$ cat config.mk
export PLATFORM = sky130hd
export DESIGN_NAME = instr_mem
export DESIGN_NICKNAME = d
export VERILOG_FILES = /design/src/common/mips_isa_pkg.sv /design/src/rtl/fetch/instr_mem.sv
export SDC_FILE = /design/constraint.sdc
export NUM_CORES = 2
export LEC_CHECK = 0
export ABC_CLOCK_PERIOD_IN_PS = 3880
export BUFFER_PORTS_ARGS = -buffer_cell sky130_fd_sc_hd__buf_4
export CAP_MARGIN = 20
export CORE_ASPECT_RATIO = 2
export CORE_MARGIN = 1.5
export CORE_UTILIZATION = 61
export DETAILED_ROUTE_END_ITERATION = 7
export PLACE_DENSITY = 0.77
export SYNTH_ARGS = -nofsm -noshare
export SYNTH_HDL_FRONTEND = slang
export SYNTH_SLANG_ARGS = --single-unit
export TNS_END_PERCENT = 30
$ cat constraint.sdc
create_clock -name clk -period 3.88 [get_ports clk]
set_input_delay 0.776 -clock clk [delete_from_list [all_inputs] [get_ports clk]]
set_output_delay 0.776 -clock clk [all_outputs]
set_load 0.05 [all_outputs]
$ cat src/common/mips_isa_pkg.sv
package mips_isa_pkg;

	localparam int XLEN       = 32;	// Data and instruction width
	localparam int REG_ADDR_W = 5;	// 32 architectural registers
	localparam int OPCODE_W   = 6;	// instr[31:26]
	localparam int FUNCT_W    = 6;	// instr[5:0]
	localparam int IMM_W      = 16;	// instr[15:0]
	localparam int JADDR_W    = 26;	// instr[25:0], word target

	// Primary opcodes
	localparam logic [OPCODE_W-1:0] OP_RTYPE    = 6'b000000;	// Decoded by funct
	localparam logic [OPCODE_W-1:0] OP_REGIMM   = 6'b000001;	// Decoded by rt
	localparam logic [OPCODE_W-1:0] OP_J        = 6'b000010;
	localparam logic [OPCODE_W-1:0] OP_JAL      = 6'b000011;
	localparam logic [OPCODE_W-1:0] OP_BEQ      = 6'b000100;
	localparam logic [OPCODE_W-1:0] OP_BNE      = 6'b000101;
	localparam logic [OPCODE_W-1:0] OP_ADDI     = 6'b001000;
	localparam logic [OPCODE_W-1:0] OP_ADDIU    = 6'b001001;
	localparam logic [OPCODE_W-1:0] OP_ANDI     = 6'b001100;
	localparam logic [OPCODE_W-1:0] OP_ORI      = 6'b001101;
	localparam logic [OPCODE_W-1:0] OP_XORI     = 6'b001110;
	localparam logic [OPCODE_W-1:0] OP_LUI      = 6'b001111;
	localparam logic [OPCODE_W-1:0] OP_SPECIAL2 = 6'b011100;	// Only MUL here
	localparam logic [OPCODE_W-1:0] OP_LB       = 6'b100000;
	localparam logic [OPCODE_W-1:0] OP_LW       = 6'b100011;
	localparam logic [OPCODE_W-1:0] OP_SB       = 6'b101000;
	localparam logic [OPCODE_W-1:0] OP_SW       = 6'b101011;

	// R-type funct codes
	localparam logic [FUNCT_W-1:0] FN_SLL  = 6'b000000;
	localparam logic [FUNCT_W-1:0] FN_SRL  = 6'b000010;
	localparam logic [FUNCT_W-1:0] FN_SRA  = 6'b000011;
	localparam logic [FUNCT_W-1:0] FN_JR   = 6'b001000;
	localparam logic [FUNCT_W-1:0] FN_JALR = 6'b001001;
	localparam logic [FUNCT_W-1:0] FN_ADD  = 6'b100000;
	localparam logic [FUNCT_W-1:0] FN_ADDU = 6'b100001;
	localparam logic [FUNCT_W-1:0] FN_SUB  = 6'b100010;
	localparam logic [FUNCT_W-1:0] FN_SUBU = 6'b100011;
	localparam logic [FUNCT_W-1:0] FN_AND  = 6'b100100;
	localparam logic [FUNCT_W-1:0] FN_OR   = 6'b100101;
	localparam logic [FUNCT_W-1:0] FN_XOR  = 6'b100110;
	localparam logic [FUNCT_W-1:0] FN_NOR  = 6'b100111;
	localparam logic [FUNCT_W-1:0] FN_SLT  = 6'b101010;
	localparam logic [FUNCT_W-1:0] FN_MUL  = 6'b000010;	// Under SPECIAL2, same code as SRL

	// REGIMM rt codes
	localparam logic [REG_ADDR_W-1:0] RT_BGEZ   = 5'b00001;
	localparam logic [REG_ADDR_W-1:0] RT_BGEZAL = 5'b10001;

	localparam logic [REG_ADDR_W-1:0] RA_REG = 5'd31;	// Link register

endpackage

$ cat src/rtl/fetch/instr_mem.sv
`timescale 1ns/10ps
module instr_mem import mips_isa_pkg::*; #(
	parameter  int IMEM_WORDS = 64,
	localparam int AW         = $clog2(IMEM_WORDS)
) (
	input  logic            clk,
	input  logic            rst_n,
	input  logic [AW-1:0]   pc,	// Word address
	output logic [XLEN-1:0] instr,
	input  logic            load_we,
	input  logic [AW-1:0]   load_addr,
	input  logic [XLEN-1:0] load_data
);

	logic [XLEN-1:0] mem [IMEM_WORDS];

	assign instr = mem[pc];	// Asynchronous fetch

	// Program load port
	always_ff @(posedge clk)
	begin
		if (rst_n && load_we)	// Ignore strobes during reset
		begin
			mem[load_addr] <= load_data;
		end
	end

endmodule

Yosys cells after proc, flatten, opt, wreduce, memory -nomap -nowiden
Memory sizes are Yosys's and may differ from the RTL's.
Index checks and enable logic that the tools add are counted.
- bits in registers: 0
- bits in writable memories: 2048
- input bits: 47
- output and inout bits: 32
- memories: 1
- memory list (memory ; depth ; bits a word ; read ports ; clocked after memory_dff ; write ports ; RTL line ; text):
    mem ; 64 ; 32 ; 1 ; 0 ; 1 ; instr_mem.sv:15 ; logic [XLEN-1:0] mem [IMEM_WORDS];
- muxes and demuxes: 2
- reduce and logical (&&, ||, !) cells: 1
- operators with widths (kind ; number):
    1-bit 2-to-1 mux ; 2
    1-bit logical AND ; 1

Longest topological paths before layout
- depth after elaboration: 3
- depth in mapped cells: 10
- depth with buffers taken out: 5

Worst setup path after synthesis
Ideal clock, no wire load.
- kind: in2out
- start: input pc[1]
- end: output instr[16]
- arrival: 3440 ps
- data required time: 3104 ps
- slack: -336 ps
- stages on the path: 9
- path buffers: 4
- cell sequence: buf_6 > buf_6 > nand2b_1 > clkbuf_1 > clkbuf_1 > a211oi_1 > a211oi_1 > o21ai_0 > nor4_1
- longest elaborated chain between the ends: 1
- RTL lines (element ; RTL line ; text):
    start: declaration ; instr_mem.sv:8 ; input logic [AW-1:0] pc,
    memory read 64 x 32 bit ; -- ;
    end: declaration ; instr_mem.sv:9 ; output logic [XLEN-1:0] instr,
Every way passes these cells.

Worst setup path in the final report
- start: input pc[0]
- end: output instr[7]
The elaborated chain is that of the path after synthesis.

==> flow_summary.ini <==
[synth]
yosys.area.top_type_share_pct = 78.65
synth.net_count = 3515
yosys_warnings = 0
synth_top_area_cell = edfxtp_1
syn_avg_cell_area_um2 = 22.55
yosysSeqAreaShare_pct = 78.65
synth_seq_cells = 2048
netlist-cell-type-count = 42
synthTopCellsByArea = edfxtp_1 (79%), mux4_2 (14%), mux2i_1 (0.91%)
syn-instance-count = 3468
synth_async_sr_flop_share_pct = 0
synth-edff-count = 2048
netlist_area_mm2 = 0.07819
synthFlopType = edfxtp_1

[drt]
routed_wirelength_um = 223600
num_vias = 40712
drt_iter0_drc = 5748
wl_per_cell_um = 38.95
drt_pass1_iterations = 5
vias_per_cell = 7.094
ant_nets = 0
remaining_drc_errors = 0

[final_layout]
n_fill_cell = 6989
largest_reg_flops = 2048
area_growth_pct = 14.62
seq_area_mm2 = 0.06150
final_cells = 5739
utilization_pct = 70.53
largest-register = mem
top_regs = mem (2048)
multi_input_area_mm2 = 0.01619
drive_above_1_share_pct = 32.61
nNetsFinal = 3966

[grt]
antenna_found_initial = 15
gr-total-overflow = 0
grt_pass1_vias = 42568
grt.total_usage_pct = 34.94
grt_pass1_wl_um = 311300
grt_start_max_net_pins = 65

[timing]
worst_slack_ns = -0.07446
finalHoldViolations = 0
setup_tns_ns = -0.2630
period_minus_slack_ns = 3.954
report.final.setup_viol = 8
period_share_pct = 101.9
maxSlewHeadroom_pct = 39.07
grt_setup_unrepaired = yes
slew_violations = 0
tightest_slew_ns = 0.9113
fmax_mhz = 252.9

[floorplanning]
core_area_mm2 = 0.1271
initial_core_util_pct = 61.53
die-area_mm2 = 0.1305
dieWidth_um = 256.2
rows = 185
io_pins = 79
dieHeight_um = 509.3

[setup_path]
cp.depth = 10
path_cells = buf_16, buf_16, buf_12, buf_16, mux4_2, a22oi_1, nand4_1, and3_2, buf_4, buf_4
required_ns = 3.10
cp-end-kind = output port
slowest_delay_ns = 0.52
startpoint_type = primary input
critical-path-top-delay-family = buffers and inverters
crit_buf_inv = 6
crit_top_cell = buf_16
crit_path_start = pc[0]
worstPathMaxFanout = 14
cp_data_arrival_time_ns = 3.18
critPathKind = primary input to output port
critPathSlowestCell = mux4_2

[place]
dp.final_hpwl_um = 131700
place_congestion = 0.8775
place_ws_ns = -0.1882
placed_cells = 5430
port_buffers = 78

[power_and_ir_drop]
p_per_area_mw_per_mm2 = 482.4
p_leak_nw = 28.24
vdd_drop_max_v = 0.0004132
finalPower_mw = 43.23

[run_status]
violations = negative setup slack
outcome = finished with violations

[min_path]
hold_class = primary input to register
hold_start = load_data[2]
hold_depth = 1
whs_endpoint = mem[20][2]

[clocking]
clk_pin_slew_ns = 0.06
clockBufferDepth = 3
cts-root-buf = clkbuf_16
cts_sinks = 2048
cts_tree = yes
numCtsBuffers = 159
h-tree-depth = 4

[flow_run]
drv_cap = 0
[stage by stage]
stage	cell area [um2]	hold slack, ns
after floorplan	78200	0.8749
after global placement	84220	1.309
after detailed placement	84220	1.327
after CTS	89430	0.4957
after global routing	89620	0.5322
final	89620	0.5136
[power by group]
part           internal, mW  total [mW]  switching, mW
logic                  1.06        2.84           1.78
clock network          8.34        16.0           7.63
registers              24.4        24.4         0.0237
total                  33.8        43.2           9.43
[worst max path at each step]
stage	endpoint	slack, ns
floorplan	instr[29]	-0.34
global placement	instr[8]	-0.18
detailed placement	instr[20]	-0.19
CTS	instr[22]	-0.006
global route	instr[7]	-0.09
finish	instr[7]	-0.07
[cells in the final DEF (no fill, tap or decap), types with 6 or more instances in the layout]
cell type	n
a211oi_1	25
a211oi_2	7
a21oi_1	22
a22oi_1	50
a311o_1	6
a31oi_1	7
and3_1	11
buf_12	78
buf_16	6
buf_4	389
buf_6	8
bufinv_16	9
clkbuf_1	36
clkbuf_16	163
clkinv_1	34
clkinv_2	26
clkinvlp_4	12
edfxtp_1	2048
inv_6	7
mux2_2	25
mux2i_1	70
mux4_2	476
nand2_1	100
nand2b_1	18
nand3_1	66
nand4_1	48
nor2_1	28
nor2_4	65
nor2b_1	21
nor3_1	9
o211a_1	7
o221ai_1	46
o221ai_2	6
o22a_1	6
o22ai_1	51
[synthesized netlist by cell type, types with 2 or more instances]
library cell	n
a31oi_1	7
a311o_1	6
buf_4	29
and2_1	2
o21ai_0	6
nand3_1	69
mux4_2	476
buf_6	29
o21ai_1	6
mux2_2	25
o221ai_1	51
edfxtp_1	2048
buf_8	2
nand4_1	48
a211oi_1	32
nor3_1	9
and3_1	14
a22oi_1	54
buf_12	3
buf_2	59
a21oi_1	24
clkbuf_1	63
nor2b_1	24
nand2_1	100
nand3b_1	3
buf_1	10
mux2i_1	71
o22ai_1	56
nor4_1	5
nand2b_1	19
or3_1	2
o22a_1	6
o211a_1	8
or2_2	2
nor2_1	93
[logic make-up (layout without fill, tap and decap cells)]
logic type | Yosys count | count (layout) | synth area share [%]
compound gates | 259 | 259 | 2.421
buf+inv | 197 | 780 | 1.550
flops | 2048 | 2048 | 78.65
mux | 572 | 572 | 14.98
other cells | 0 | 5 | 0
simple gates | 392 | 392 | 2.402
[area by class of cell]
cell class,count,share of cell area (%)
sequential,2048,68.62
multi-input combinational,1223,18.06
clock inverter,95,0.8809
antenna,5,0.01396
timing repair buffer,486,5.400
clock buffer,198,4.674
tap,1683,2.350
inverter,1,0.004188
[layer usage]
metal | up-vias | share of wire, % | GRT usage, %
li1 | 15672 | - | -
met4 | 14 | 9.8 | 28.90
met2 | 3140 | 51 | 58.50
met1 | 20893 | 29 | 38.33
met5 | - | 0.042 | 0
met3 | 993 | 11 | 7.707
[what timing repair did]
action                     4_1_cts  5_1_grt
gates resized for setup         25       33
hold endpoints to repair         0        0
hold buffers                     0        0
gates cloned                     1        1
pin swaps                        4        3
buffers inserted                 8        1
setup endpoints to repair       17       23
Note: power is estimated with default switching activity, not from simulation.
