### src/common/mips_isa_pkg.sv
package mips_isa_pkg;

	localparam int XLEN       = 32;	// Data and instruction width
	localparam int REG_ADDR_W = 5;	// 32 architectural registers
	localparam int OPCODE_W   = 6;	// instr[31:26]
	localparam int FUNCT_W    = 6;	// instr[5:0]
	localparam int IMM_W      = 16;	// instr[15:0]
	localparam int JADDR_W    = 26;	// instr[25:0], word target

	// Primary opcodes
	localparam logic [OPCODE_W-1:0] OP_RTYPE    = 6'b000000;	// Decoded by funct
	localparam logic [OPCODE_W-1:0] OP_REGIMM   = 6'b000001;	// Decoded by rt
	localparam logic [OPCODE_W-1:0] OP_J        = 6'b000010;
	localparam logic [OPCODE_W-1:0] OP_JAL      = 6'b000011;
	localparam logic [OPCODE_W-1:0] OP_BEQ      = 6'b000100;
	localparam logic [OPCODE_W-1:0] OP_BNE      = 6'b000101;
	localparam logic [OPCODE_W-1:0] OP_ADDI     = 6'b001000;
	localparam logic [OPCODE_W-1:0] OP_ADDIU    = 6'b001001;
	localparam logic [OPCODE_W-1:0] OP_ANDI     = 6'b001100;
	localparam logic [OPCODE_W-1:0] OP_ORI      = 6'b001101;
	localparam logic [OPCODE_W-1:0] OP_XORI     = 6'b001110;
	localparam logic [OPCODE_W-1:0] OP_LUI      = 6'b001111;
	localparam logic [OPCODE_W-1:0] OP_SPECIAL2 = 6'b011100;	// Only MUL here
	localparam logic [OPCODE_W-1:0] OP_LB       = 6'b100000;
	localparam logic [OPCODE_W-1:0] OP_LW       = 6'b100011;
	localparam logic [OPCODE_W-1:0] OP_SB       = 6'b101000;
	localparam logic [OPCODE_W-1:0] OP_SW       = 6'b101011;

	// R-type funct codes
	localparam logic [FUNCT_W-1:0] FN_SLL  = 6'b000000;
	localparam logic [FUNCT_W-1:0] FN_SRL  = 6'b000010;
	localparam logic [FUNCT_W-1:0] FN_SRA  = 6'b000011;
	localparam logic [FUNCT_W-1:0] FN_JR   = 6'b001000;
	localparam logic [FUNCT_W-1:0] FN_JALR = 6'b001001;
	localparam logic [FUNCT_W-1:0] FN_ADD  = 6'b100000;
	localparam logic [FUNCT_W-1:0] FN_ADDU = 6'b100001;
	localparam logic [FUNCT_W-1:0] FN_SUB  = 6'b100010;
	localparam logic [FUNCT_W-1:0] FN_SUBU = 6'b100011;
	localparam logic [FUNCT_W-1:0] FN_AND  = 6'b100100;
	localparam logic [FUNCT_W-1:0] FN_OR   = 6'b100101;
	localparam logic [FUNCT_W-1:0] FN_XOR  = 6'b100110;
	localparam logic [FUNCT_W-1:0] FN_NOR  = 6'b100111;
	localparam logic [FUNCT_W-1:0] FN_SLT  = 6'b101010;
	localparam logic [FUNCT_W-1:0] FN_MUL  = 6'b000010;	// Under SPECIAL2, same code as SRL

	// REGIMM rt codes
	localparam logic [REG_ADDR_W-1:0] RT_BGEZ   = 5'b00001;
	localparam logic [REG_ADDR_W-1:0] RT_BGEZAL = 5'b10001;

	localparam logic [REG_ADDR_W-1:0] RA_REG = 5'd31;	// Link register

endpackage

### src/common/core_ctrl_pkg.sv
package core_ctrl_pkg;

	typedef enum logic [1:0] {
		PC_BRANCH = 2'b00,	// PC+1+imm when zero matches branch_eq
		PC_JUMP   = 2'b01,	// Absolute word target from instr
		PC_REG    = 2'b10,	// Target held in rs
		PC_SEQ    = 2'b11	// PC+1
	} pc_src_e;

	typedef enum logic [1:0] {
		DST_RT = 2'd0,	// Two-register forms
		DST_RD = 2'd1,	// Three-register forms
		DST_RA = 2'd2	// Register 31
	} reg_dst_e;

	typedef enum logic [1:0] {
		WB_ALU  = 2'd0,
		WB_MEM  = 2'd1,
		WB_LINK = 2'd2	// Return address PC+1
	} wb_src_e;

	// Final ALU operation
	typedef enum logic [3:0] {
		ALU_ADD   = 4'd0,
		ALU_SUB   = 4'd1,
		ALU_AND   = 4'd2,
		ALU_NOR   = 4'd3,
		ALU_OR    = 4'd4,
		ALU_XOR   = 4'd5,
		ALU_FUNCT = 4'd6,	// Request only, resolved by alu_control
		ALU_GEZ   = 4'd7,	// 0 when a >= 0, else 1
		ALU_MUL   = 4'd8,
		ALU_LUI   = 4'd9,
		ALU_SLT   = 4'd10,
		ALU_SLL   = 4'd11,
		ALU_SRL   = 4'd12,
		ALU_SRA   = 4'd13
	} alu_op_e;

	// Decoder request uses ADD..XOR except NOR, plus FUNCT, GEZ, LUI and MUL
	typedef alu_op_e alu_class_e;

endpackage

### src/rtl/control/alu_control.sv
`timescale 1ns/10ps
module alu_control import mips_isa_pkg::*, core_ctrl_pkg::*; (
	input  alu_class_e         alu_class,
	input  logic [FUNCT_W-1:0] funct,
	output alu_op_e            alu_op
);

	logic funct_known;	// funct is in the R-type table

	always_comb
	begin
		alu_op      = alu_class;	// Explicit classes pass through
		funct_known = 1'b1;
		if (alu_class == ALU_FUNCT)
		begin
			case (funct)
				FN_ADD, FN_ADDU: alu_op = ALU_ADD;	// No overflow trap
				FN_SUB, FN_SUBU: alu_op = ALU_SUB;
				FN_AND:          alu_op = ALU_AND;
				FN_OR:           alu_op = ALU_OR;
				FN_XOR:          alu_op = ALU_XOR;
				FN_NOR:          alu_op = ALU_NOR;
				FN_SLT:          alu_op = ALU_SLT;
				FN_SLL:          alu_op = ALU_SLL;
				FN_SRL:          alu_op = ALU_SRL;
				FN_SRA:          alu_op = ALU_SRA;
				default:
				begin
					alu_op      = ALU_ADD;
					funct_known = 1'b0;
				end
			endcase
		end
	end

	// Decoder sent a funct-coded R-type the table cannot resolve
	a_funct_known: assert final ($isunknown(alu_class) || funct_known)
		else $error("alu_control: unknown funct %b under ALU_FUNCT", funct);

endmodule

### config.mk
export PLATFORM = sky130hd
export DESIGN_NAME = alu_control
export DESIGN_NICKNAME = d
export VERILOG_FILES = /design/src/common/mips_isa_pkg.sv /design/src/common/core_ctrl_pkg.sv /design/src/rtl/control/alu_control.sv
export SDC_FILE = /design/constraint.sdc
export NUM_CORES = 1
export LEC_CHECK = 0
export BUFFER_PORTS_ARGS = -buffer_cell sky130_fd_sc_hd__buf_2
export CORE_AREA = 2 2 39 41
export DETAILED_ROUTE_END_ITERATION = 10
export DIE_AREA = 0 0 41 43
export GPL_ROUTABILITY_DRIVEN = 1
export PLACE_DENSITY = 0.46
export SLEW_MARGIN = 5
export SYNTH_ARGS = -nofsm -noshare
export SYNTH_HDL_FRONTEND = slang
export SYNTH_SLANG_ARGS = --single-unit
### constraint.sdc
create_clock -name vclk -period 1.6
set_input_delay 0.32 -clock vclk [all_inputs]
set_output_delay 0.32 -clock vclk [all_outputs]
set_load 0.02 [all_outputs]
# == Word-level counts from Yosys, hierarchy flattened ==
# Index checks and enable logic that the tools add are counted.
# word_totals
reg_bits,0
romBits,0
elab_cells,14
memories,0
latchBits,0
inputBits,10
out_inout_bits,4
ram_bits,0
# classes
n_mux,2
n_eq_ne,10
add_sub_neg,0
reduce_logical,2
shifts,0
div,0
order_cmp,0
bitwise_logic,0
multipliers,0
# ops
op,n
"== test 6 bit, second input constant",7
case mux 4 bit (9 select lines),1
"== test 6 x 2 -> 1 bit, second input constant",2
logical NOT 6 bit,1
"== test 4 x 3 -> 1 bit, second input constant",1
2-to-1 mux 4 bit,1
OR reduction 2 bit,1

# == Logic depth before layout (Yosys ltp) ==
# logic_depth
depth_word,4
mapped_depth,5
depth_no_buf,4

# == Worst setup path after synthesis ==
# Ideal clock, no wire load.
# synth_timing
path_type,input port to output port
start,input funct[5]
end,output alu_op[1]
n_path_buf,1
t_required_ns,1.280
path_stages,4
arrival_time_ns,1.413
setup_slack_ns,-0.133
cell_sequence,buf_6 > or3_1 > a2111oi_2 > o31a_1
# synth_via
elab_chain_len,4
word_cells_on_any_way,13
classes_between,eq/ne (9); mux (2); reduce/logical (2)
# synth_rtl
element,line,text
from (decl),alu_control.sv:4,"input logic [FUNCT_W-1:0] funct,"
== test 6 bit,n/a,
OR reduction 2 bit,alu_control.sv:16,case (funct)
case mux 4 bit (9 select lines) *,alu_control.sv:16,
2-to-1 mux 4 bit *,alu_control.sv:14,if (alu_class == ALU_FUNCT)
to (decl),alu_control.sv:5,output alu_op_e alu_op
# Every way passes the cells marked *; elsewhere a longest branch is shown, timed or not.

# == Worst setup path in the final report ==
# layout_timing
start,input funct[1]
end,output alu_op[1]
# The elaborated chain is that of the path after synthesis.

==> flow_summary.ini <==
[outcome]
outcome = complete, but fails checks
failed_checks = negative setup slack

[critical_path]
arrival_ns = 1.39
worstPathMaxFanout = 2
start_kind = input port
worst-setup-path-type = in -> out
endpoint_kind = output port
critical_path.endpoint = alu_op[1]
crit_start = funct[1]
cp.required_ns = 1.28

[detailed_routing]
vias = 313
via_per_inst = 4.67
dr_wl_met3_um = 37
wire_per_inst_um = 11.1
wl_met2_um = 390
antenna_left = 0
drt_iter0_drc = 1
first_pass_iters = 2
drc = 0
routed_wl_um = 744
highest_layer = met3
met1_length_um = 316

[placed_design]
post_dp_cell_area_um2 = 349
gp_routability_congestion = 0.757
place_hpwl_um = 524
post-place-ws_ns = -0.198
io_buffers = 14

[grt]
grt_pass1_wl_um = 1190
grt_max_degree = 9
overflow = 0
grt_pass1_vias = 299
track_usage_pct = 8.99
antenna_found_initial = 0

[flow_run]
cap_violations = 0

[logic_synthesis]
yosys_warnings = 0
yosys-top-cells-area = nor2b_1, nand3_1, o21ai_0, a2111oi_2, nand3b_1
synth_nets = 37
netlist_area_um2 = 188
synthCells = 27
yosys.area.top_type = nor2b_1
syn_avg_cell_area_um2 = 6.95
yosysUniqueCellTypes = 18
yosysSeqAreaShare_pct = 0
synth_top_area_share_pct = 10.0

[sta]
fmax_mhz = 586
tightest_slew_ns = 0.263
setup_tns_ns = -0.139
finalHoldViolations = 0
rsz0062_at_grt = true
hold_slack_ns = 0.947
finalMaxSlewViolations = 0
setup_ws_ns = -0.105
finalSetupViolCount = 2
fin_crit_ns = 1.71
post-route-period-util_pct = 107
slew-limit-headroom_pct = 82.4

[cells_and_area]
fill_cells = 149
finish.instance_area_um2 = 452
design.seq.count = 0
nClkBuffers = 0
seq_area_um2 = 0
nets = 63
syn_to_final_growth_pct = 141
final_common_cell = buf_4
layout-drive-gt1-share_pct = 62.7
n_antenna_cell = 0
multi_input_area_um2 = 225
mostFrequentLayoutCells = buf_4, buf_6, buf_2

[floorplanning]
dieArea_um2 = 1760
rows = 14
io_pins = 14
initial_core_util_pct = 13.6
die_h_um = 43
die_w_um = 41
core-area_um2 = 1380

[power]
cellPowerDensity_nw_per_um2 = 240
total_leakage_power_uw = 0.000178
finalPower_uw = 108
ir_drop_v = 0.0000783

[cts]
hold_buffers = 0

[min_path]
worstHoldPathType = in -> out
how the worst min path moves through the flow:
stage                  from   endpoint  slack [ns]  cells past startpoint
5_1_grt        alu_class[0]  alu_op[0]        0.97                      3
2_1_floorplan  alu_class[1]  alu_op[1]        0.79                      1
3_3_place_gp   alu_class[0]  alu_op[0]        0.96                      3
4_1_cts        alu_class[3]  alu_op[3]        0.95                      3
3_5_place_dp   alu_class[0]  alu_op[0]        0.96                      3
6_report       alu_class[0]  alu_op[0]        0.95                      3
metrics by stage:
step	instances	util, %
3_5_place_dp	67	25.2
3_3_place_gp	67	25.2
5_1_grt	67	32.6
6_report	67	32.6
2_1_floorplan	27	-
4_1_cts	67	30.0
metal layers:
layer / track usage (%) / vias to the layer above
li1: - / 160
met1: 13.0 / 143
met2: 15.3 / 10
met3: 0 / 0
met4: 0 / 0
met5: 0 / -
final cells by class:
class / instances / area share (%)
multi-input combinational: 26 / 49.9
timing repair buffer: 25 / 45.7
tap: 16 / 4.43
worst max-delay path, stage by stage:
cell	delay, ns
buf_6	0.09
or3_4	0.38
a2111oi_4	0.30
o31a_1	0.17
buf_6	0.12
timing repair:
action / 4_1_cts / 5_1_grt
resized for setup: 17 / 11
pin swaps: 5 / 5
buffers inserted: 0 / 0
gates cloned: 0 / 0
setup endpoints to repair: 4 / 4
logic make-up after synthesis:
group / share of synthesized area, %
AO/OA/AOI/OAI: 42.7
buffers and inverters: 6.00
AND/OR/NAND/NOR: 51.3
synthesized netlist by cell type:
master and number:
nand3_1 3, nor2b_1 3, o21ai_0 3, nand3b_1 2, nor2_1 2, nor3_1 2
a2111oi_0 1, a2111oi_2 1, a21boi_0 1, a32oi_1 1, a41oi_1 1, buf_6 1
nand2b_1 1, nand4bb_1 1, o21bai_1 1, o31a_1 1, or2_1 1, or3_1 1
where the power goes:
group | total, uW | switching (uW) | internal, uW
logic | 108 | 48.4 | 59.9
clock network | 0 | 0 | 0
registers | 0 | 0 | 0
total | 108 | 48.4 | 59.9
No activity file was read; power rests on OpenSTA's default activity.
