<file path="src/common/mips_isa_pkg.sv">
package mips_isa_pkg;

	localparam int XLEN       = 32;	// Data and instruction width
	localparam int REG_ADDR_W = 5;	// 32 architectural registers
	localparam int OPCODE_W   = 6;	// instr[31:26]
	localparam int FUNCT_W    = 6;	// instr[5:0]
	localparam int IMM_W      = 16;	// instr[15:0]
	localparam int JADDR_W    = 26;	// instr[25:0], word target

	// Primary opcodes
	localparam logic [OPCODE_W-1:0] OP_RTYPE    = 6'b000000;	// Decoded by funct
	localparam logic [OPCODE_W-1:0] OP_REGIMM   = 6'b000001;	// Decoded by rt
	localparam logic [OPCODE_W-1:0] OP_J        = 6'b000010;
	localparam logic [OPCODE_W-1:0] OP_JAL      = 6'b000011;
	localparam logic [OPCODE_W-1:0] OP_BEQ      = 6'b000100;
	localparam logic [OPCODE_W-1:0] OP_BNE      = 6'b000101;
	localparam logic [OPCODE_W-1:0] OP_ADDI     = 6'b001000;
	localparam logic [OPCODE_W-1:0] OP_ADDIU    = 6'b001001;
	localparam logic [OPCODE_W-1:0] OP_ANDI     = 6'b001100;
	localparam logic [OPCODE_W-1:0] OP_ORI      = 6'b001101;
	localparam logic [OPCODE_W-1:0] OP_XORI     = 6'b001110;
	localparam logic [OPCODE_W-1:0] OP_LUI      = 6'b001111;
	localparam logic [OPCODE_W-1:0] OP_SPECIAL2 = 6'b011100;	// Only MUL here
	localparam logic [OPCODE_W-1:0] OP_LB       = 6'b100000;
	localparam logic [OPCODE_W-1:0] OP_LW       = 6'b100011;
	localparam logic [OPCODE_W-1:0] OP_SB       = 6'b101000;
	localparam logic [OPCODE_W-1:0] OP_SW       = 6'b101011;

	// R-type funct codes
	localparam logic [FUNCT_W-1:0] FN_SLL  = 6'b000000;
	localparam logic [FUNCT_W-1:0] FN_SRL  = 6'b000010;
	localparam logic [FUNCT_W-1:0] FN_SRA  = 6'b000011;
	localparam logic [FUNCT_W-1:0] FN_JR   = 6'b001000;
	localparam logic [FUNCT_W-1:0] FN_JALR = 6'b001001;
	localparam logic [FUNCT_W-1:0] FN_ADD  = 6'b100000;
	localparam logic [FUNCT_W-1:0] FN_ADDU = 6'b100001;
	localparam logic [FUNCT_W-1:0] FN_SUB  = 6'b100010;
	localparam logic [FUNCT_W-1:0] FN_SUBU = 6'b100011;
	localparam logic [FUNCT_W-1:0] FN_AND  = 6'b100100;
	localparam logic [FUNCT_W-1:0] FN_OR   = 6'b100101;
	localparam logic [FUNCT_W-1:0] FN_XOR  = 6'b100110;
	localparam logic [FUNCT_W-1:0] FN_NOR  = 6'b100111;
	localparam logic [FUNCT_W-1:0] FN_SLT  = 6'b101010;
	localparam logic [FUNCT_W-1:0] FN_MUL  = 6'b000010;	// Under SPECIAL2, same code as SRL

	// REGIMM rt codes
	localparam logic [REG_ADDR_W-1:0] RT_BGEZ   = 5'b00001;
	localparam logic [REG_ADDR_W-1:0] RT_BGEZAL = 5'b10001;

	localparam logic [REG_ADDR_W-1:0] RA_REG = 5'd31;	// Link register

endpackage

</file>
<file path="src/rtl/execute/reg_file.sv">
`timescale 1ns/10ps
module reg_file import mips_isa_pkg::*; (
	input  logic                  clk,
	input  logic                  rst_n,
	input  logic [REG_ADDR_W-1:0] rs_addr,
	input  logic [REG_ADDR_W-1:0] rt_addr,
	output logic [XLEN-1:0]       rs_data,
	output logic [XLEN-1:0]       rt_data,
	input  logic                  we,	// Already qualified by run
	input  logic [REG_ADDR_W-1:0] wr_addr,
	input  logic [XLEN-1:0]       wr_data
);

	logic [XLEN-1:0] regs [2**REG_ADDR_W];

	always_ff @(posedge clk or negedge rst_n)
	begin
		if (!rst_n)
		begin
			for (int i = 0; i < 2**REG_ADDR_W; i++)
			begin
				regs[i] <= '0;
			end
		end
		else if (we && wr_addr != '0)	// r0 is hardwired
		begin
			regs[wr_addr] <= wr_data;
		end
	end

	assign rs_data = regs[rs_addr];	// Combinational reads
	assign rt_data = regs[rt_addr];

	// A write aimed at r0 must leave it zero on the next cycle
	a_r0_zero: assert property (@(posedge clk) disable iff (!rst_n)
		(we && wr_addr == '0) |=> (regs[0] == '0))
		else $error("reg_file: r0 changed after a write to it");

endmodule

</file>
<file path="config.mk">
export PLATFORM = sky130hd
export DESIGN_NAME = reg_file
export DESIGN_NICKNAME = d
export VERILOG_FILES = /design/src/common/mips_isa_pkg.sv /design/src/rtl/execute/reg_file.sv
export SDC_FILE = /design/constraint.sdc
export NUM_CORES = 2
export LEC_CHECK = 0
export BUFFER_PORTS_ARGS = -buffer_cell sky130_fd_sc_hd__buf_2
export CAP_MARGIN = 10
export CORE_ASPECT_RATIO = 0.75
export CORE_UTILIZATION = 27
export CTS_CLUSTER_DIAMETER = 30
export CTS_CLUSTER_SIZE = 40
export DETAILED_ROUTE_END_ITERATION = 16
export GPL_ROUTABILITY_DRIVEN = 0
export GPL_TIMING_DRIVEN = 0
export PLACE_DENSITY = 0.45
export SYNTH_ARGS = -nofsm -noshare
export SYNTH_HDL_FRONTEND = slang
export SYNTH_SLANG_ARGS = --single-unit
</file>
<file path="constraint.sdc">
create_clock -name clk -period 2 [get_ports clk]
set_clock_uncertainty 0.15 [all_clocks]
set_input_delay 0.1 -clock clk [delete_from_list [all_inputs] [get_ports clk]]
set_output_delay 0.1 -clock clk [all_outputs]
set_load 0.01 [all_outputs]
</file>
* After elaboration in Yosys (flattened, before gate mapping) *
Cells that the tools add are included.

cells by class
  multiplexer cells = 9
  reductions and logical operators = 3
  bitwise operators = 3
  order comparisons = 4

operators with widths
  operator                                                               number
  1024-bit bitwise mux                                                   1
  32-bit binary-select mux with 5-bit select                             2
  32-bit demux with 5-bit select                                         1
  32-bit two-way mux                                                     5
  6-bit greater-or-equal comparator (second input constant)              3
  5-bit NOT with 6-bit output                                            3
  6-bit by 1-bit < comparator with 1-bit output (second input constant)  1
  5-bit nonzero test                                                     1
  1-bit logical AND                                                      2

storage, ports and cells
  word-level logic and storage cells = 51
  input bits = 50
  register bits = 1024
  output and inout bits = 64

* Depth between registers and ports, before layout *
  depth in word-level cells = 6
  mapped depth = 8
  depth with buffers taken out = 5

* Least setup slack after synthesis *
Ideal clock, no wire load.

  path type = input-to-output
  from = input rs_addr[1]
  to = output rs_data[11]
  path buffers = 4
  path slack = 0.406 ns
  required time = 1.750 ns
  stages on the path = 8
  arrival = 1.344 ns
  cell sequence = buf_2 buf_4 buf_2 buf_2 mux2i_1 nand2_1 a31oi_1 nand3_1

between the ends
  cells in the longest elaborated chain, start to end = 4

RTL lines
  element                                                 RTL line        RTL
  start, declared                                         reg_file.sv:5   input logic [REG_ADDR_W-1:0] rs_addr,
  5-bit NOT with 6-bit output (implied by the code)       reg_file.sv:31  assign rs_data = regs[rs_addr];
  32-bit binary-select mux with 5-bit select              reg_file.sv:31
  32-bit two-way mux (implied by the code) (2 in series)  reg_file.sv:31
  end, declared                                           reg_file.sv:7   output logic [XLEN-1:0] rs_data,

Every way passes these cells. The select of a mux whose other input is x is not followed.

* Final worst setup path *
  from = input rs_addr[2]
  to = output rs_data[21]

Same word-level chain as after synthesis.

==> reports/metrics.yaml <==
clock_network:
  cts_htree_levels: 4
  cts_tree: "done"
  numCtsBuffers: 228
  clkTransAtPathRegs_ps: 40
  clk_path_buf_depth: 4
  clock_sinks: 1024
  holdBufCountCts: 53
  clk_latency_ps: 810
  cts_root_buf: "clkbuf_16"
synth:
  synth_top_family_by_area: "multiplexers"
  netlist.area_leader.share: 0.458
  synthMuxAreaShare: 0.383
  synthSimpleGateAreaFrac: 0.0439
  synth-xor-area-share: 0
  ys_seq_area_frac: 0.458
  synth_area_leaders: "dfrtp_1 46%, mux2_2 19%, mux2i_1 18%"
  synth_fa_ha_area_frac: 0
  syn_area_um2: 55900
  synth_edf_count: 0
  synth_commonest_cells: "1024 x dfrtp_1, 1024 x mux2i_1, 953 x mux2_2"
  synth_nets: 4651
  synth_cell_type_count: 28
  synth_top_area_cell: "dfrtp_1"
  syn_area_per_cell_um2: 12.2
  async_reset_ff_frac: 1.00
  syn_inst: 4601
  synth_compound_area_frac: 0.0701
  ys_warn_count: 0
  synth_top_flop_cell: "dfrtp_1"
  ys_seq_elements: 1024
layout:
  fillCellCount: 20300
  drive_gt1_frac: 0.379
  finalNetCount: 5064
  area_delta_synth_final_pct: 26.5
  regMostFlops: "regs"
  largest_reg_flops: 1024
  multi_input_area_um2: 29300
  stdcell_area_um2: 70800
  reg_top3: "regs: 1024 flops"
  final-seq-area_um2: 25600
critical_path:
  rr_endpoint: "regs[908]"
  critPathArrivalTime_ps: 2390
  critical_path_class: "in2out"
  endpoint_kind: "primary output"
  cp-start-kind: "input port"
  rrSetupSlack_ps: 840
  crit_chain: "buf_2 -> nor2b_1 -> buf_4 -> clkbuf_1 -> a22o_1 -> nor3_4 -> a31oi_1 -> nand3_2 -> buf_6"
  crit_cells: 9
  cp_max_fo: 10
  setup.worst_path.end: "rs_data[21]"
  rr_worst_depth: 3
  critPathRequiredTime_ps: 1750
  cpLargestDelayFamily: "buffers and inverters"
  crit_buf_inv: 4
  rr_startpoint: "regs[908]"
  cp-startpoint: "rs_addr[2]"
  critPathSlowestCell: "clkbuf_1"
  slowest_delay_ps: 610
detailed_routing:
  vias: 42100
  vias_per_cell: 5.27
  drtPass1Iterations: 6
  postRouteAntennaNets: 0
  met1_length_mm: 115
  top_layer: "met5"
  wirelength_mm: 239
  drc: 0
  route.met2.wl_mm: 93.1
  first_iter_violations: 3991
  wl_met3_mm: 22.8
  routedWlPerCell_um: 30.0
timing:
  worst_pin_slew_ps: 997
  fmax_mhz: 379
  slew_headroom: 0.335
  finalCritPeriodShare: 1.32
  fin_ws_ps: -636
  finalHoldViolations: 377
  min_period_ps: 2640
  rsz0062_at_grt: "true"
  hold_ws_ps: -891
  setup_viol: 78
  drv_slew: 0
floorplanning:
  coreArea_um2: 206000
  num_rows: 144
  die-width_um: 528
  die_h_um: 396
  dieArea_um2: 209000
  start_util: 0.272
  ioPinCount: 114
worst_hold_path:
  hold_path_class: "in2async"
grt:
  gr-total-overflow: 0
  grt_pass1_vias: 42200
  grt_first_pass_wirelength_mm: 328
  grt_max_degree: 146
  grt_usage: 0.225
  antenna_found_initial: 22
pwr:
  p_leak_nw: 32.6
  peakVddDrop_uv: 665
  power.density_nw_per_um2: 1120
place:
  port-buffer-count: 111
  placed_cell_area_um2: 60200
  post-dp-hpwl_mm: 182
  pre_cts_ws_ps: -1600
run_status:
  status: "finished, violations left"
  violations: "hold timing, setup timing"
job:
  max-cap-violations: 0
placed cells by master (no fill, tap or decap), types with 4 or more instances in the layout:
master / netlist / final
a31oi_4: 0 / 22
buf_16: 0 / 7
nor2b_1: 4 / 4
dlygate4sd3_1: 0 / 53
nor3b_2: 3 / 4
nand2_1: 210 / 210
a22oi_1: 192 / 191
clkbuf_4: 0 / 22
bufinv_16: 0 / 25
mux2i_1: 1024 / 1024
dfrtp_1: 1024 / 1023
a21oi_1: 192 / 192
nor3_4: 0 / 64
nand3b_1: 4 / 4
clkbuf_2: 0 / 65
buf_6: 48 / 109
clkbuf_16: 0 / 233
buf_4: 64 / 102
mux2_1: 39 / 39
buf_2: 111 / 146
a22o_1: 128 / 128
clkinv_4: 0 / 11
clkbuf_1: 224 / 175
clkbuf_8: 0 / 41
a31oi_1: 64 / 27
nand3_1: 194 / 142
clkinv_2: 0 / 38
mux2_2: 953 / 953
diode_2: 0 / 10
nand3_4: 0 / 8
nand3_2: 0 / 44
a31oi_2: 0 / 15
clkinvlp_4: 0 / 25
nor2_4: 16 / 16
power breakdown:
group	internal, mW	total (mW)	switching [mW]
clock network	25.6	38.0	12.4
logic	6.56	13.7	7.15
registers	24.7	27.7	3.00
worst register-to-register path, delay by kind of cell, from the launching register on:
family                 cells  cell delay (ps)
buffers and inverters      2              260
muxes                      1              250
DFF                        1              390
how the worst min path moves through the flow:
stage,depth (start not counted),from,endpoint,slack (ps)
after global placement,2,wr_data[19],regs[19],260
final,1,rst_n,regs[148],-890
after floorplan,0,rst_n,regs[0],-350
after global routing,1,rst_n,regs[208],-850
after CTS,1,rst_n,regs[432],-880
after detailed placement,1,rst_n,regs[148],-10
metal layers:
| layer | global-route usage | up-vias |
|---|---|---|
| li1 | - | 17900 |
| met1 | 0.333 | 22100 |
| met2 | 0.301 | 1643 |
| met3 | 0.0700 | 392 |
| met4 | 0.0767 | 10 |
| met5 | 0 | - |
cell families after synthesis:
| group | Yosys count |
|---|---|
| AO/OA/AOI/OAI | 576 |
| flip-flops | 1024 |
| multiplexers | 2016 |
| buffers and inverters | 473 |
| AND/OR/NAND/NOR | 512 |
layout make-up:
class                   instances  area share
plain buffers                 471      0.0406
diodes                         10    0.000354
well taps                    2774      0.0490
flip-flops and latches       1024       0.362
clock buffers                 305      0.0916
multi-input cells            3104       0.414
repair buffers                185      0.0248
clock inverters               103      0.0179
through the flow:
stage	util	instances	power, mW	TNS (ps)	hold WS [ps]
after floorplan	-	4601	35.8	0	-346
after global placement	0.292	7486	40.1	-	258
after detailed placement	0.293	7494	40.5	-279830	-12.9
after CTS	0.343	7958	79.7	-32420	-885
after global routing	0.344	7967	82.5	-34000	-852
final	0.344	7976	79.5	-31410	-891
what timing repair did:
item | CTS | global route
endpoints found under the hold margin | 1369 | 377
gates resized for setup | 464 | 51
setup endpoints to repair | 67 | 237
cloned | 1 | 1
setup buffers | 3 | 8
pin swaps | 156 | 81
Note: power is estimated with default switching activity, not from simulation.
