$ cat config.mk
export PLATFORM = sky130hd
export DESIGN_NAME = alu
export DESIGN_NICKNAME = d
export VERILOG_FILES = /design/src/common/mips_isa_pkg.sv /design/src/common/core_ctrl_pkg.sv /design/src/rtl/execute/alu.sv
export SDC_FILE = /design/constraint.sdc
export NUM_CORES = 2
export LEC_CHECK = 0
export ABC_CLOCK_PERIOD_IN_PS = 15080
export BUFFER_PORTS_ARGS = -buffer_cell sky130_fd_sc_hd__buf_2
export CORE_UTILIZATION = 65
export DETAILED_ROUTE_END_ITERATION = 10
export PLACE_DENSITY_LB_ADDON = 0.08
export SLEW_MARGIN = 20
export SYNTH_ARGS = -nofsm -noshare
export SYNTH_HDL_FRONTEND = slang
export SYNTH_SLANG_ARGS = --single-unit
$ cat constraint.sdc
create_clock -name vclk -period 15.08
set_input_delay 2.262 -clock vclk [all_inputs]
set_output_delay 2.262 -clock vclk [all_outputs]
set_load 0.005 [all_outputs]
$ cat src/common/mips_isa_pkg.sv
package mips_isa_pkg;

	localparam int XLEN       = 32;	// Data and instruction width
	localparam int REG_ADDR_W = 5;	// 32 architectural registers
	localparam int OPCODE_W   = 6;	// instr[31:26]
	localparam int FUNCT_W    = 6;	// instr[5:0]
	localparam int IMM_W      = 16;	// instr[15:0]
	localparam int JADDR_W    = 26;	// instr[25:0], word target

	// Primary opcodes
	localparam logic [OPCODE_W-1:0] OP_RTYPE    = 6'b000000;	// Decoded by funct
	localparam logic [OPCODE_W-1:0] OP_REGIMM   = 6'b000001;	// Decoded by rt
	localparam logic [OPCODE_W-1:0] OP_J        = 6'b000010;
	localparam logic [OPCODE_W-1:0] OP_JAL      = 6'b000011;
	localparam logic [OPCODE_W-1:0] OP_BEQ      = 6'b000100;
	localparam logic [OPCODE_W-1:0] OP_BNE      = 6'b000101;
	localparam logic [OPCODE_W-1:0] OP_ADDI     = 6'b001000;
	localparam logic [OPCODE_W-1:0] OP_ADDIU    = 6'b001001;
	localparam logic [OPCODE_W-1:0] OP_ANDI     = 6'b001100;
	localparam logic [OPCODE_W-1:0] OP_ORI      = 6'b001101;
	localparam logic [OPCODE_W-1:0] OP_XORI     = 6'b001110;
	localparam logic [OPCODE_W-1:0] OP_LUI      = 6'b001111;
	localparam logic [OPCODE_W-1:0] OP_SPECIAL2 = 6'b011100;	// Only MUL here
	localparam logic [OPCODE_W-1:0] OP_LB       = 6'b100000;
	localparam logic [OPCODE_W-1:0] OP_LW       = 6'b100011;
	localparam logic [OPCODE_W-1:0] OP_SB       = 6'b101000;
	localparam logic [OPCODE_W-1:0] OP_SW       = 6'b101011;

	// R-type funct codes
	localparam logic [FUNCT_W-1:0] FN_SLL  = 6'b000000;
	localparam logic [FUNCT_W-1:0] FN_SRL  = 6'b000010;
	localparam logic [FUNCT_W-1:0] FN_SRA  = 6'b000011;
	localparam logic [FUNCT_W-1:0] FN_JR   = 6'b001000;
	localparam logic [FUNCT_W-1:0] FN_JALR = 6'b001001;
	localparam logic [FUNCT_W-1:0] FN_ADD  = 6'b100000;
	localparam logic [FUNCT_W-1:0] FN_ADDU = 6'b100001;
	localparam logic [FUNCT_W-1:0] FN_SUB  = 6'b100010;
	localparam logic [FUNCT_W-1:0] FN_SUBU = 6'b100011;
	localparam logic [FUNCT_W-1:0] FN_AND  = 6'b100100;
	localparam logic [FUNCT_W-1:0] FN_OR   = 6'b100101;
	localparam logic [FUNCT_W-1:0] FN_XOR  = 6'b100110;
	localparam logic [FUNCT_W-1:0] FN_NOR  = 6'b100111;
	localparam logic [FUNCT_W-1:0] FN_SLT  = 6'b101010;
	localparam logic [FUNCT_W-1:0] FN_MUL  = 6'b000010;	// Under SPECIAL2, same code as SRL

	// REGIMM rt codes
	localparam logic [REG_ADDR_W-1:0] RT_BGEZ   = 5'b00001;
	localparam logic [REG_ADDR_W-1:0] RT_BGEZAL = 5'b10001;

	localparam logic [REG_ADDR_W-1:0] RA_REG = 5'd31;	// Link register

endpackage

$ cat src/common/core_ctrl_pkg.sv
package core_ctrl_pkg;

	typedef enum logic [1:0] {
		PC_BRANCH = 2'b00,	// PC+1+imm when zero matches branch_eq
		PC_JUMP   = 2'b01,	// Absolute word target from instr
		PC_REG    = 2'b10,	// Target held in rs
		PC_SEQ    = 2'b11	// PC+1
	} pc_src_e;

	typedef enum logic [1:0] {
		DST_RT = 2'd0,	// Two-register forms
		DST_RD = 2'd1,	// Three-register forms
		DST_RA = 2'd2	// Register 31
	} reg_dst_e;

	typedef enum logic [1:0] {
		WB_ALU  = 2'd0,
		WB_MEM  = 2'd1,
		WB_LINK = 2'd2	// Return address PC+1
	} wb_src_e;

	// Final ALU operation
	typedef enum logic [3:0] {
		ALU_ADD   = 4'd0,
		ALU_SUB   = 4'd1,
		ALU_AND   = 4'd2,
		ALU_NOR   = 4'd3,
		ALU_OR    = 4'd4,
		ALU_XOR   = 4'd5,
		ALU_FUNCT = 4'd6,	// Request only, resolved by alu_control
		ALU_GEZ   = 4'd7,	// 0 when a >= 0, else 1
		ALU_MUL   = 4'd8,
		ALU_LUI   = 4'd9,
		ALU_SLT   = 4'd10,
		ALU_SLL   = 4'd11,
		ALU_SRL   = 4'd12,
		ALU_SRA   = 4'd13
	} alu_op_e;

	// Decoder request uses ADD..XOR except NOR, plus FUNCT, GEZ, LUI and MUL
	typedef alu_op_e alu_class_e;

endpackage

$ cat src/rtl/execute/alu.sv
`timescale 1ns/10ps
module alu import mips_isa_pkg::*, core_ctrl_pkg::*; (
	input  logic [XLEN-1:0] a,	// rs
	input  logic [XLEN-1:0] b,	// rt or immediate
	input  logic [4:0]      shamt,
	input  alu_op_e         alu_op,
	output logic [XLEN-1:0] result,
	output logic            zero
);

	always_comb
	begin
		case (alu_op)
			ALU_ADD: result = a + b;
			ALU_SUB: result = a - b;
			ALU_AND: result = a & b;
			ALU_OR:  result = a | b;
			ALU_XOR: result = a ^ b;
			ALU_NOR: result = ~(a | b);
			ALU_SLT: result = XLEN'($signed(a) < $signed(b));
			ALU_SLL: result = b << shamt;	// Shifts act on rt
			ALU_SRL: result = b >> shamt;
			ALU_SRA: result = $unsigned($signed(b) >>> shamt);
			ALU_GEZ: result = XLEN'(a[XLEN-1]);	// Sign bit of rs
			ALU_LUI: result = {b[IMM_W-1:0], {(XLEN-IMM_W){1'b0}}};
			ALU_MUL: result = $signed(a) * $signed(b);	// Low word of product
			default: result = '0;
		endcase
	end

	assign zero = (result == '0);	// Feeds branch decision

endmodule

### Word level (Yosys, flattened, before mapping)

Index checks and enable logic that the tools add are counted.

| storage, ports and cells | value |
|---|---|
| input bits | 73 |
| output and inout bits | 33 |
| register bits | 0 |

| operators by class | value |
|---|---|
| muxes and demuxes | 1 |
| reduce and logical (&&, ||, !) cells | 2 |
| order comparisons | 1 |
| equal/unequal tests | 12 |
| multiply operators | 1 |
| bitwise logic cells | 4 |
| add/subtract/negate cells | 2 |
| shifts and indexed selects | 3 |

Operator list:

| kind | number |
|---|---|
| $pmux 32 s13 | 1 |
| $add 32x32->32 | 1 |
| $and 32x32->32 | 1 |
| $logic_not 32->1 | 1 |
| $lt 32x32->1 | 1 |
| $mul 32x32->32 | 1 |
| $not 32->32 | 1 |
| $or 32x32->32 | 1 |
| $shl 32x5->32 | 1 |
| $shr 32x5->32 | 1 |
| $sshr 32x5->32 | 1 |
| $sub 32x32->32 | 1 |
| $xor 32x32->32 | 1 |
| $eq 4x4->1 const B | 6 |
| $eq 4x3->1 const B | 3 |
| $eq 4x2->1 const B | 2 |
| $eq 4x1->1 const B | 1 |
| $logic_not 4->1 | 1 |

### Longest topological paths before layout

| logic depth | value |
|---|---|
| depth in word-level cells | 4 |
| mapped depth | 32 |

### Least setup slack after synthesis

Ideal clock, no wire load.

| timing path | value |
|---|---|
| path type | input to output |
| start | input b[4] |
| end | output zero |
| path slack | 2.335 ns |
| data required time | 12.818 ns |
| stages | 30 |
| data arrival time | 10.483 ns |
| path buffers | 3 |
| cell sequence | clkbuf_1 -> clkbuf_1 -> inv_1 -> clkbuf_1 -> nor2_1 -> fa_1 -> fa_1 -> inv_1 -> fa_1 -> fa_1 -> inv_1 -> fa_1 -> inv_1 -> fa_1 -> inv_1 -> fa_1 -> fa_1 -> ha_1 -> a21oi_1 -> o21ai_0 -> nor3_1 -> a21oi_1 -> a31oi_1 -> mux2i_1 -> or4bb_1 -> o21a_1 -> or4_1 -> or4_1 -> or4_1 -> nor4_2 |

| between the ends | value |
|---|---|
| elaborated cells on any way between the ends | 13 |

RTL lines:

| what | line | RTL |
|---|---|---|
| start, declared | alu.sv:4 | `input logic [XLEN-1:0] b,` |
| $mul 32x32->32, or another cell as far along | alu.sv:26 | `ALU_MUL: result = $signed(a) * $signed(b);` |
| $pmux 32 s13 (*) | alu.sv:13 | `case (alu_op)` |
| via result[22] | alu.sv:7 | `output logic [XLEN-1:0] result,` |
| $logic_not 32->1 (*) | alu.sv:31 | `assign zero = (result == '0);` |
| end, declared | alu.sv:8 | `output logic zero` |

Mark *: on every way through the listed nets, which the timed path passes. The rest lies on a longest branch.

### Worst setup path after layout

| timing path | value |
|---|---|
| start | input a[4] |
| end | output zero |

| between the ends | value |
|---|---|
| cells in the longest elaborated chain, start to end | 4 |
| elaborated cells on any way between the ends | 10 |

Ends and longest elaborated chain:

| what | line | RTL |
|---|---|---|
| start, declared | alu.sv:3 | `input logic [XLEN-1:0] a,` |
| branches (longest 2 deep; another with $mul 32x32->32) | n/a |  |
| $pmux 32 s13 (*) | alu.sv:13 |  |
| $logic_not 32->1 (*) | alu.sv:31 |  |

Mark *: on every way between the ends.

==> flow_metrics.env <==
export IMPL_status="complete, no violations"
export IMPL_dieArea_um2=40100
export IMPL_routabilityCongestion=1.12
export IMPL_setup_tns_ps=0
export IMPL_setup_worst_path_class="in -> out"
export IMPL_wire_per_inst_um=31.2
export IMPL_synth_area_per_cell_um2=7.80
export IMPL_regArea_um2=0
export IMPL_syn_inst=3278
export IMPL_dieHeight_um=200
export IMPL_crit_required_ps=12820
export IMPL_finalSetupViolCount=0
export IMPL_floorplan_io_pins=106
export IMPL_hold_class="in -> out"
export IMPL_nFlopsAndLatches=0
export IMPL_crit_top_cell="fa_1"
export IMPL_period_needed_ps=14510
export IMPL_slowest_stage="a2111oi_0"
export IMPL_gr_total_overflow=0
export IMPL_grt_pass1_wl_mm=174
export IMPL_grt_setup_unrepaired="false"
export IMPL_track_usage_pct=58.3
export IMPL_synth_nets=4007
export IMPL_ant_nets=0
export IMPL_ys_types=86
export IMPL_cts_resized_gates=0
export IMPL_grt_max_degree=77
export IMPL_cp_max_fo=20
export IMPL_crit_family="adder cells"
export IMPL_yosys_warnings=0
export IMPL_cp_slowest_stage_delay_ps=990
export IMPL_firstDrtPassIters=10
export IMPL_portBuffers=106
export IMPL_postLayoutCellArea_um2=26400
export IMPL_die_w_um=200
export IMPL_layout_commonest_cell="inv_1"
export IMPL_max_slew_worst_pin_slew_ps=1340
export IMPL_fmaxAchievable_mhz=68.9
export IMPL_hold_viol_final=0
export IMPL_antenna_found_initial=7
export IMPL_place_area_um2=26400
export IMPL_area_delta_synth_final_pct=3.40
export IMPL_max_cap_viol_count=0
export IMPL_cp_arrival_ps=12250
export IMPL_rows=72
export IMPL_viasPerCell=7.35
export IMPL_postCtsSetupBuffers=0
export IMPL_core_area_um2=38700
export IMPL_n_fill_cell=3087
export IMPL_ys_seq_area_share_pct=0
export IMPL_hpwl_mm=91.0
export IMPL_nClkBuffers=0
export IMPL_final_cell_mix="505 x inv_1, 500 x nor2_1, 410 x fa_1"
export IMPL_postCtsHoldBufs=0
export IMPL_drive_above_1_share_pct=8.27
export IMPL_wl_mm=117
export IMPL_period_share_pct=96.2
export IMPL_fin_nets=3960
export IMPL_worst_path_buf_inv=5
export IMPL_grt_pass1_vias=28045
export IMPL_drc=0
export IMPL_maxSlewViolCount=0
export IMPL_max_slew_margin_pct=10.0
export IMPL_syn_cell_area_um2=25600
export IMPL_cp_end_kind="output pin"
export IMPL_drt_iter0_markers=4405
export IMPL_start_util_pct=66.0
export IMPL_vias=27638
export IMPL_crit_path_start_kind="input port"
-- final timing paths --
check | from | endpoint | slack (ps) | cells past startpoint
worst max-delay path | a[4] | zero | 570 | 25
worst min-delay path | a[26] | result[31] | 5400 | 5
-- cell usage after synthesis (17+ instances only) --
| cell | count | share of area, % |
|---|---|---|
| a211oi_1 | 33 | 0.97 |
| a31oi_1 | 21 | 0.51 |
| a22oi_1 | 21 | 0.62 |
| a21o_1 | 18 | 0.53 |
| nand3_1 | 49 | 0.96 |
| ha_1 | 246 | 12 |
| nor2_1 | 500 | 7.3 |
| nand2_1 | 309 | 4.5 |
| clkbuf_1 | 154 | 2.3 |
| mux2i_1 | 86 | 3.4 |
| a21oi_1 | 113 | 2.2 |
| nand2b_1 | 20 | 0.49 |
| o22ai_1 | 23 | 0.56 |
| or3_1 | 18 | 0.44 |
| a221oi_1 | 18 | 0.62 |
| buf_1 | 43 | 0.63 |
| nor4_1 | 17 | 0.42 |
| xnor2_1 | 72 | 2.5 |
| and3_1 | 19 | 0.46 |
| buf_2 | 19 | 0.37 |
| fa_1 | 410 | 32 |
| xor2_1 | 24 | 0.82 |
| o211ai_1 | 25 | 0.73 |
| nor3_1 | 58 | 1.1 |
| nor2b_1 | 21 | 0.51 |
| o21ai_0 | 109 | 2.1 |
| mux2_2 | 21 | 0.92 |
| mux4_2 | 45 | 4.0 |
| inv_1 | 506 | 7.4 |
-- per-layer routing --
layer / vias up / global-route usage [%] / part of all wire [%]
met5: - / 4.17 / 0.27
met1: 13043 / 69.0 / 32
met2: 2868 / 79.9 / 39
met4: 11 / 48.7 / 11
met3: 968 / 26.7 / 17
li1: 10748 / - / -
-- metrics by stage --
step / setup slack (ps) / utilization (%) / hold WS (ps) / std cells
global placement: 1400 / 68.2 / 5330 / 3747
floorplan: 2340 / - / 4840 / 3278
finish: 571 / 68.3 / 5400 / 3758
detailed placement: 1270 / 68.2 / 5370 / 3747
global route: 677 / 68.2 / 5450 / 3747
CTS: 1240 / 68.2 / 5370 / 3747
-- layout make-up --
class                      instances  area [um^2]  area share [%]
timing repair buffer             170         1010            3.83
inverter                         523         1960            7.42
multi-input combinational       2536        22800            86.2
tap                              518          648            2.45
antenna                           11         27.5           0.104
-- logic make-up after synthesis --
logic type | share of synthesized area [%]
and+or+nand+nor | 18.4
adders and majority gates | 44.1
xor gates and xnor gates | 3.29
muxes | 8.30
AOI/OAI and AO/OA | 14.8
buffers and inverters | 11.0
